`src/source/pinballPkg.sv`:
```
package pinballPkg;

	// Start position of the ball in pixels.
	localparam logic signed [10:0] ballInitialX = 11'sd300;
	localparam logic signed [10:0] ballInitialY = 11'sd50;

	// Speed and position carry this many fraction bits.
	localparam int fixedPointShift = 6;
	localparam int fixedPointMultiplier = 1 << fixedPointShift;

	// Start position in fixed-point units.
	localparam logic signed [31:0] ballStartFixedX = ballInitialX * fixedPointMultiplier;
	localparam logic signed [31:0] ballStartFixedY = ballInitialY * fixedPointMultiplier;

	// Added to the Y speed once per frame.
	localparam logic signed [31:0] gravity = 32'sd4;

	localparam int apbAddrWidth = 4;

	localparam logic [apbAddrWidth-1:0] addrControl      = 4'h0;
	localparam logic [apbAddrWidth-1:0] addrFlipperSpeed = 4'h4;
	localparam logic [apbAddrWidth-1:0] addrSpringSpeed  = 4'h8;
	localparam logic [apbAddrWidth-1:0] addrBumperFactor = 4'hC;

	typedef struct packed {
		logic signed [7:0] xxFactor;
		logic signed [7:0] xyFactor;
		logic signed [7:0] yxFactor;
		logic signed [7:0] yyFactor;
	} collisionFactorT;

	// Same bit order as the detectors, left in bit 3 and bottom in bit 0.
	typedef struct packed {
		logic left;
		logic top;
		logic right;
		logic bottom;
	} edgeCodeT;

	typedef enum logic [2:0] {
		none    = 3'd0,
		wall    = 3'd1, // Frame and obstacle hits.
		spring  = 3'd2,
		flipper = 3'd3,
		bumper  = 3'd4
	} eventKindT;

	typedef struct packed {
		eventKindT kind;
		edgeCodeT  hitEdge;
	} collisionEventT;

	typedef struct packed {
		logic               pause;
		logic signed [31:0] flipperSpeedX;
		logic signed [31:0] springSpeedY;
		collisionFactorT    collisionFactor;
	} gameConfigT;

	typedef struct packed {
		logic signed [10:0] x;
		logic signed [10:0] y;
	} ballPositionT;

endpackage

```
`src/source/apbRegisters.sv`:
```
module apbRegisters (
	input  logic                                clk,
	input  logic                                resetN,
	input  logic                                psel,
	input  logic                                penable,
	input  logic                                pwrite,
	input  logic [pinballPkg::apbAddrWidth-1:0] paddr,
	input  logic [31:0]                         pwdata,
	output logic [31:0]                         prdata,
	output logic                                pready,
	output pinballPkg::gameConfigT              gameConfig,
	output logic                                levelRestart
);

	logic access;
	logic writeAccess;

	assign access = psel && penable;
	assign writeAccess = access && pwrite;

	assign pready = 1'b1; // No wait states.

	always_ff @(posedge clk or negedge resetN) begin
		if (!resetN) begin
			gameConfig.pause <= 1'b0;
			gameConfig.flipperSpeedX <= '0;
			gameConfig.springSpeedY <= '0;
			gameConfig.collisionFactor <= '0;
		end else if (writeAccess) begin
			case (paddr)
				pinballPkg::addrControl: begin
					gameConfig.pause <= pwdata[0];
				end
				pinballPkg::addrFlipperSpeed: begin
					gameConfig.flipperSpeedX <= pwdata;
				end
				pinballPkg::addrSpringSpeed: begin
					gameConfig.springSpeedY <= pwdata;
				end
				pinballPkg::addrBumperFactor: begin
					gameConfig.collisionFactor <= pwdata;
				end
				default: begin
				end
			endcase
		end
	end

	// Restart bit is write-only and lasts one cycle.
	always_ff @(posedge clk or negedge resetN) begin
		if (!resetN) begin
			levelRestart <= 1'b0;
		end else begin
			levelRestart <= writeAccess && (paddr == pinballPkg::addrControl) && pwdata[1];
		end
	end

	always_comb begin
		prdata = '0;
		if (access && !pwrite) begin
			case (paddr)
				pinballPkg::addrControl: begin
					prdata = {31'b0, gameConfig.pause}; // Restart reads as 0.
				end
				pinballPkg::addrFlipperSpeed: begin
					prdata = gameConfig.flipperSpeedX;
				end
				pinballPkg::addrSpringSpeed: begin
					prdata = gameConfig.springSpeedY;
				end
				pinballPkg::addrBumperFactor: begin
					prdata = gameConfig.collisionFactor;
				end
				default: begin
					prdata = '0;
				end
			endcase
		end
	end

	// The access phase always follows a setup phase with psel high.
	penableNeedsPsel: assert property (
		@(posedge clk) disable iff (!resetN)
		$rose(penable) |-> psel
	) else $error("penable rose without psel");

endmodule

```
`src/source/collisionArbiter.sv`:
```
module collisionArbiter (
	input  logic                       clk,
	input  logic                       resetN,
	input  logic                       collisionFrame,
	input  logic                       collisionObstacle,
	input  logic                       collisionSpring,
	input  logic                       collisionFlipper,
	input  logic                       collisionBumper,
	input  pinballPkg::edgeCodeT       hitEdgeCode,
	output pinballPkg::collisionEventT collisionEvent
);

	logic anyFlag;
	pinballPkg::eventKindT nextKind;

	assign anyFlag = collisionFrame || collisionObstacle || collisionSpring ||
		collisionFlipper || collisionBumper;

	// Fixed priority, wall first.
	always_comb begin
		if (collisionFrame || collisionObstacle) begin
			nextKind = pinballPkg::wall;
		end else if (collisionSpring) begin
			nextKind = pinballPkg::spring;
		end else if (collisionFlipper) begin
			nextKind = pinballPkg::flipper;
		end else if (collisionBumper) begin
			nextKind = pinballPkg::bumper;
		end else begin
			nextKind = pinballPkg::none;
		end
	end

	always_ff @(posedge clk or negedge resetN) begin
		if (!resetN) begin
			collisionEvent.kind <= pinballPkg::none;
			collisionEvent.hitEdge <= '0;
		end else begin
			collisionEvent.kind <= nextKind;
			collisionEvent.hitEdge <= hitEdgeCode;
		end
	end

	noFlagNoEvent: assert property (
		@(posedge clk) disable iff (!resetN)
		!anyFlag |=> (collisionEvent.kind == pinballPkg::none)
	) else $error("Collision event without a raw flag");

endmodule

```
`src/source/ballController.sv`:
```
module ballController (
	input  logic                       clk,
	input  logic                       resetN,
	input  logic                       startOfFrame,
	input  logic                       levelRestart,
	input  pinballPkg::gameConfigT     gameConfig,
	input  pinballPkg::collisionEventT collisionEvent,
	output logic signed [31:0]         ballFixedX,
	output logic signed [31:0]         ballFixedY
);

	logic signed [31:0] speedX;
	logic signed [31:0] speedY;
	logic signed [31:0] factorXX;
	logic signed [31:0] factorXY;
	logic signed [31:0] factorYX;
	logic signed [31:0] factorYY;
	logic signed [31:0] bumperSpeedX;
	logic signed [31:0] bumperSpeedY;
	pinballPkg::edgeCodeT hitEdge;

	assign hitEdge = collisionEvent.hitEdge;

	// Sign-extended bumper factors.
	assign factorXX = gameConfig.collisionFactor.xxFactor;
	assign factorXY = gameConfig.collisionFactor.xyFactor;
	assign factorYX = gameConfig.collisionFactor.yxFactor;
	assign factorYY = gameConfig.collisionFactor.yyFactor;

	// Both mixes use the old speeds.
	assign bumperSpeedX = (speedX * factorXX + speedY * factorYX) >>> 1;
	assign bumperSpeedY = (speedY * factorYY + speedX * factorXY) >>> 1;

	always_ff @(posedge clk or negedge resetN) begin
		if (!resetN) begin
			speedX <= '0;
			speedY <= '0;
			ballFixedX <= pinballPkg::ballStartFixedX;
			ballFixedY <= pinballPkg::ballStartFixedY;
		end else if (levelRestart) begin
			speedX <= '0;
			speedY <= '0;
			ballFixedX <= pinballPkg::ballStartFixedX;
			ballFixedY <= pinballPkg::ballStartFixedY;
		end else if (!gameConfig.pause) begin
			if (startOfFrame) begin
				speedY <= speedY + pinballPkg::gravity;
				ballFixedX <= ballFixedX + speedX; // Old speed moves the ball.
				ballFixedY <= ballFixedY + speedY;
			end else begin
				case (collisionEvent.kind)
					pinballPkg::wall: begin
						if (hitEdge.top && (speedY < 0)) begin
							speedY <= -speedY;
						end else if (hitEdge.bottom && (speedY > 0)) begin
							speedY <= -speedY;
						end
						if (hitEdge.left && (speedX < 0)) begin
							speedX <= -speedX;
						end else if (hitEdge.right && (speedX > 0)) begin
							speedX <= -speedX;
						end
					end
					pinballPkg::spring: begin
						if (hitEdge.bottom) begin
							if (gameConfig.springSpeedY < 0) begin
								speedY <= speedY + gameConfig.springSpeedY; // Launch.
							end else begin
								speedY <= -speedY;
							end
						end
					end
					pinballPkg::flipper: begin
						if (hitEdge.bottom && (speedY > 0)) begin
							speedY <= -speedY;
							speedX <= speedX + gameConfig.flipperSpeedX;
						end
					end
					pinballPkg::bumper: begin
						speedX <= bumperSpeedX;
						speedY <= bumperSpeedY;
					end
					default: begin
					end
				endcase
			end
		end
	end

	restartToStart: assert property (
		@(posedge clk) disable iff (!resetN)
		levelRestart |=> (ballFixedX == pinballPkg::ballStartFixedX) &&
			(ballFixedY == pinballPkg::ballStartFixedY) &&
			(speedX == 0) && (speedY == 0)
	) else $error("Level restart did not return the ball to the start");

endmodule

```
`src/source/positionPublisher.sv`:
```
module positionPublisher (
	input  logic                     clk,
	input  logic                     resetN,
	input  logic                     startOfFrame,
	input  logic signed [31:0]       ballFixedX,
	input  logic signed [31:0]       ballFixedY,
	output pinballPkg::ballPositionT position,
	output logic                     positionValid
);

	logic frameDelay;
	logic signed [31:0] pixelX;
	logic signed [31:0] pixelY;

	// Drop the fraction bits, keeping the sign.
	assign pixelX = ballFixedX >>> pinballPkg::fixedPointShift;
	assign pixelY = ballFixedY >>> pinballPkg::fixedPointShift;

	always_ff @(posedge clk or negedge resetN) begin
		if (!resetN) begin
			frameDelay <= 1'b0;
			positionValid <= 1'b0;
		end else begin
			frameDelay <= startOfFrame; // Frame step has landed by now.
			positionValid <= frameDelay;
		end
	end

	always_ff @(posedge clk) begin
		if (frameDelay) begin
			position.x <= 11'(pixelX);
			position.y <= 11'(pixelY);
		end
	end

endmodule

```
`src/source/pinballTop.sv`:
```
module pinballTop (
	input  logic                                clk,
	input  logic                                resetN,
	input  logic                                psel,
	input  logic                                penable,
	input  logic                                pwrite,
	input  logic [pinballPkg::apbAddrWidth-1:0] paddr,
	input  logic [31:0]                         pwdata,
	output logic [31:0]                         prdata,
	output logic                                pready,
	input  logic                                startOfFrame,
	input  logic                                collisionFrame,
	input  logic                                collisionObstacle,
	input  logic                                collisionSpring,
	input  logic                                collisionFlipper,
	input  logic                                collisionBumper,
	input  pinballPkg::edgeCodeT                hitEdgeCode,
	output pinballPkg::ballPositionT            position,
	output logic                                positionValid
);

	pinballPkg::gameConfigT gameConfig;
	pinballPkg::collisionEventT collisionEvent;
	logic levelRestart;
	logic signed [31:0] ballFixedX;
	logic signed [31:0] ballFixedY;

	apbRegisters u_apbRegisters (
		.clk          (clk),
		.resetN       (resetN),
		.psel         (psel),
		.penable      (penable),
		.pwrite       (pwrite),
		.paddr        (paddr),
		.pwdata       (pwdata),
		.prdata       (prdata),
		.pready       (pready),
		.gameConfig   (gameConfig),
		.levelRestart (levelRestart)
	);

	collisionArbiter u_collisionArbiter (
		.clk               (clk),
		.resetN            (resetN),
		.collisionFrame    (collisionFrame),
		.collisionObstacle (collisionObstacle),
		.collisionSpring   (collisionSpring),
		.collisionFlipper  (collisionFlipper),
		.collisionBumper   (collisionBumper),
		.hitEdgeCode       (hitEdgeCode),
		.collisionEvent    (collisionEvent)
	);

	ballController u_ballController (
		.clk            (clk),
		.resetN         (resetN),
		.startOfFrame   (startOfFrame),
		.levelRestart   (levelRestart),
		.gameConfig     (gameConfig),
		.collisionEvent (collisionEvent),
		.ballFixedX     (ballFixedX),
		.ballFixedY     (ballFixedY)
	);

	positionPublisher u_positionPublisher (
		.clk           (clk),
		.resetN        (resetN),
		.startOfFrame  (startOfFrame),
		.ballFixedX    (ballFixedX),
		.ballFixedY    (ballFixedY),
		.position      (position),
		.positionValid (positionValid)
	);

endmodule

```
`config.mk`:
```
export PLATFORM = sky130hd
export DESIGN_NAME = pinballTop
export DESIGN_NICKNAME = d
export VERILOG_FILES = /design/src/source/pinballPkg.sv /design/src/source/apbRegisters.sv /design/src/source/collisionArbiter.sv /design/src/source/ballController.sv /design/src/source/positionPublisher.sv /design/src/source/pinballTop.sv
export SDC_FILE = /design/constraint.sdc
export NUM_CORES = 2
export LEC_CHECK = 0
export BUFFER_PORTS_ARGS = -buffer_cell sky130_fd_sc_hd__buf_2
export CAP_MARGIN = 20
export CORE_AREA = 5 5 342 344
export CTS_BUF_LIST = sky130_fd_sc_hd__clkbuf_16
export DETAILED_ROUTE_END_ITERATION = 10
export DIE_AREA = 0 0 347 349
export PLACE_DENSITY = 0.57
export SYNTH_ARGS = -nofsm -noshare
export SYNTH_HDL_FRONTEND = slang
export SYNTH_SLANG_ARGS = --single-unit
```
`constraint.sdc`:
```
create_clock -name clk -period 6.2 [get_ports clk]
set_clock_uncertainty 0.1 [all_clocks]
set_input_delay 0.31 -clock clk [delete_from_list [all_inputs] [get_ports clk]]
set_output_delay 0.31 -clock clk [all_outputs]
set_load 0.005 [all_outputs]
```
==> flow_metrics.env <==
export IMPL_cp_data_arrival_time_ns=7.00
export IMPL_detail_route_wirelength_um=161300
export IMPL_yosys_top_cells_count="877 x sky130_fd_sc_hd__inv_1, 740 x sky130_fd_sc_hd__fa_1, 730 x sky130_fd_sc_hd__nand2_1, 306 x sky130_fd_sc_hd__and2_1, 292 x sky130_fd_sc_hd__clkbuf_1"
export IMPL_htree_levels=1
export IMPL_design_portCount=107
export IMPL_avgRoutedWirePerCell_um=22.30
export IMPL_synthesis_nets=6308
export IMPL_failed_checks="setup timing"
export IMPL_synthesis_instances=5249
export IMPL_synth_top_family_by_area="adder cells"
export IMPL_crit_path_max_fanout=10
export IMPL_cts_path_max_buffers=3
export IMPL_grt_ovfl_total=0
export IMPL_worstSetupStartpointType="flop"
export IMPL_cp_end_kind="flop"
export IMPL_clock_pin_slew_reported_for_the_worst_setup_and_hold_paths_after_clock_tree_synthesis_ns=0.07
export IMPL_max_clock_freq_mhz=151.7
export IMPL_syn_cell_area_mm2=0.04508
export IMPL_postSynth_asyncResetShare_pct=90.31
export IMPL_netlist_cell_type_count=92
export IMPL_synthDominantCellAreaShare_pct=32.86
export IMPL_portBuffers=105
export IMPL_yosysMostFrequentCell="sky130_fd_sc_hd__inv_1"
export IMPL_post_synth_mux_area_share_pct=3.433
export IMPL_clock_insertion_delay_worst_skew_ns=0.64
export IMPL_crit_top_cell="sky130_fd_sc_hd__fa_1"
export IMPL_period_needed_ns=6.593
export IMPL_worst_pin_slew_ns=1.179
export IMPL_first_global_vias=40020
export IMPL_cts_root_buf="sky130_fd_sc_hd__clkbuf_16"
export IMPL_timing_final_setup_violations=35
export IMPL_class_of_the_tightest_hold_or_removal_check="input port to async pin"
export IMPL_cell_type_with_the_largest_total_area_after_synthesis="sky130_fd_sc_hd__fa_1"
export IMPL_drt_iter0_markers=3514
export IMPL_place_gp_congestion=0.9803
export IMPL_gr_usage_all_layers_pct=26.34
export IMPL_start_util_pct=39.69
export IMPL_final_max_slew_violation_count=0
export IMPL_tritoncts_num_sinks=227
export IMPL_final_core_utilization_pct=48.09
export IMPL_yosys_register_bits=227
export IMPL_filler_cell_count=10890
export IMPL_ys_warnings_count=0
export IMPL_antenna_violating_nets_remaining=0
export IMPL_tritoncts="built"
export IMPL_ff_latch_area_mm2=0.005821
export IMPL_placement_rows=124
export IMPL_maximum_number_of_pins_on_one_net_before_global_route_repair=126
export IMPL_cp_data_required_time_ns=6.61
export IMPL_dieArea_mm2=0.1211
export IMPL_routed_via_count=39070
export IMPL_routed_via_density=5.403
export IMPL_synth_edf_count=22
export IMPL_synth_yosys_seq_area_share_pct=12.86
export IMPL_post_route_cells_drive_above_1_share_pct=20.25
export IMPL_crit_path_max_incr_delay_ns=0.56
export IMPL_synth_flop_cell="sky130_fd_sc_hd__dfrtp_1"
export IMPL_final_net_count=6756
export IMPL_grt_antenna_before_repair=6
export IMPL_drv_max_cap_violation_count=0
export IMPL_grt_first_pass_wirelength_um=246000
export IMPL_detailed_place_hpwl_um=130000
export IMPL_critical_path_slowest_cell="sky130_fd_sc_hd__fa_1"
export IMPL_synth_compound_area_share_pct=11.38
export IMPL_finalHoldViolations=0
export IMPL_max_slew_margin_rel_pct=20.69
export IMPL_rsz0062_at_grt="true"
export IMPL_setup_worst_path_class="flop to flop"
export IMPL_die_y_um=349
export IMPL_synth_simple_gate_area_share_pct=17.32
export IMPL_layout_worst_path_cycle_share_pct=106.3
export IMPL_synth_xor_area_share_pct=4.644
export IMPL_remaining_drc_errors=0
export IMPL_area_delta_synth_final_pct=21.15
export IMPL_synthAdderAreaFrac_pct=40.30
export IMPL_run_status="finished with violations"
export IMPL_cts_buffers=28
export IMPL_synth_area_per_cell_um2=8.588
export IMPL_core_region_area_mm2=0.1136
export IMPL_synthTopCellsByArea="sky130_fd_sc_hd__fa_1 33%, sky130_fd_sc_hd__dfrtp_1 11%, sky130_fd_sc_hd__ha_1 7.4%"
export IMPL_layout_setup_ws_ns=-0.3925
export IMPL_area_of_combinational_cells_with_multiple_inputs_mm2=0.03612
export IMPL_die_span_x_um=347
export IMPL_drt_pre_antenna_iters=6
==> cell families (layout without fill, tap and decap cells) <==
kind of cell    Yosys count  after routing
compound gates          784            784
xor+xnor                239            239
fa+ha+maj              1008           1008
buf+inv                1199           1669
flops                   227            227
mux                     137            137
other cells               1              2
simple gates           1654           1654
==> cells in the final DEF (no fill, tap or decap), types with 23 or more instances in the layout <==
cell type / n
sky130_fd_sc_hd__ha_4: 26
sky130_fd_sc_hd__a22oi_1: 37
sky130_fd_sc_hd__buf_6: 43
sky130_fd_sc_hd__o21ai_0: 156
sky130_fd_sc_hd__nand2_1: 714
sky130_fd_sc_hd__buf_12: 68
sky130_fd_sc_hd__mux2_2: 131
sky130_fd_sc_hd__nand4_1: 27
sky130_fd_sc_hd__nand2b_1: 62
sky130_fd_sc_hd__a21oi_1: 165
sky130_fd_sc_hd__nand3_1: 49
sky130_fd_sc_hd__buf_4: 467
sky130_fd_sc_hd__dlygate4sd3_1: 44
sky130_fd_sc_hd__inv_1: 853
sky130_fd_sc_hd__and3_1: 26
sky130_fd_sc_hd__and2_1: 289
sky130_fd_sc_hd__a211oi_1: 25
sky130_fd_sc_hd__a21o_1: 64
sky130_fd_sc_hd__buf_2: 104
sky130_fd_sc_hd__clkbuf_16: 31
sky130_fd_sc_hd__xor2_1: 75
sky130_fd_sc_hd__nor2_1: 241
sky130_fd_sc_hd__ha_1: 241
sky130_fd_sc_hd__or3_1: 40
sky130_fd_sc_hd__nor3_1: 68
sky130_fd_sc_hd__xnor2_1: 149
sky130_fd_sc_hd__a31oi_1: 23
sky130_fd_sc_hd__dfrtp_1: 181
sky130_fd_sc_hd__inv_2: 25
sky130_fd_sc_hd__fa_1: 723
==> per-layer routing <==
layer	vias up	track usage [%]	share of wire [%]	wire length (µm)
met2	1536	41.76	45	72010
met1	19760	35.77	42	67560
met4	2	10.17	4.9	7825
met5	-	0	0.0043	7
met3	267	5.282	8.6	13850
li1	17510	-	-	-
==> flip-flops by register name, summed over array words and instances, names as in the netlist <==
register	count
u_ballController.ballFixedY	17
u_positionPublisher.position	22
u_collisionArbiter.collisionEvent	7
u_apbRegisters.levelRestart	1
u_positionPublisher.positionValid	1
u_positionPublisher.frameDelay	1
u_ballController.speedY	32
u_apbRegisters.gameConfig	97
u_ballController.speedX	32
u_ballController.ballFixedX	17
==> per-stage QoR <==
stage	std cells	instance area, µm²	worst slack (ns)	hold slack (ns)	setup TNS [ns]
after floorplan	5249	45590	-0.05267	-0.08559	-0.06137
after global placement	7064	51020	-0.5694	0.2944	-12.45
after detailed placement	7065	51040	-0.5986	0.2934	-15.22
after CTS	7196	53510	-0.3385	0.1549	-4.685
after global routing	7231	54610	-0.6082	0.2333	-14.32
final	7232	54610	-0.3925	0.2015	-6.085
==> worst max-delay path, delay by kind of cell, from the launching register on <==
family          cells  cell delay (ns)
flops               1             0.38
buf+inv             9             0.82
fa+ha+maj           7             3.35
compound gates      2             0.59
simple gates        7             1.21
==> layout make-up <==
type	instances	share of cell area, %
antenna	1	0.004582
timing repair buffer	739	11.98
clock inverter	24	0.4307
sequential	227	10.66
inverter	878	6.046
multi-input combinational	3823	66.13
tap	1512	3.464
clock buffer	28	1.283
==> path summary, 6_finish.rpt <==
kind	start	to	slack, ns	depth (start not counted)
min	resetN	u_collisionArbiter.collisionEvent[2]	0.20	2
max	u_apbRegisters.gameConfig[1]	u_ballController.speedY[26]	-0.39	25
max reg2reg	u_apbRegisters.gameConfig[1]	u_ballController.speedY[26]	-0.39	25
max in group asynchronous	resetN	u_apbRegisters.gameConfig[14]	4.49	3
min in group clk	hitEdgeCode[0]	u_collisionArbiter.collisionEvent[0]	0.25	2
min reg2reg	u_ballController.ballFixedX[6]	u_positionPublisher.position[11]	0.38	0
==> repair_timing <==
action,CTS,global route
setup endpoints to repair,43,46
hold buffers,44,0
buffers inserted,38,37
gates resized for setup,192,178
hold endpoints to repair,185,0
cloned,1,3
pin swaps,75,112
Power is left out: the tool's default activity adds up to more than one toggle a clock period on the data nets, which glitch-free logic cannot reach.
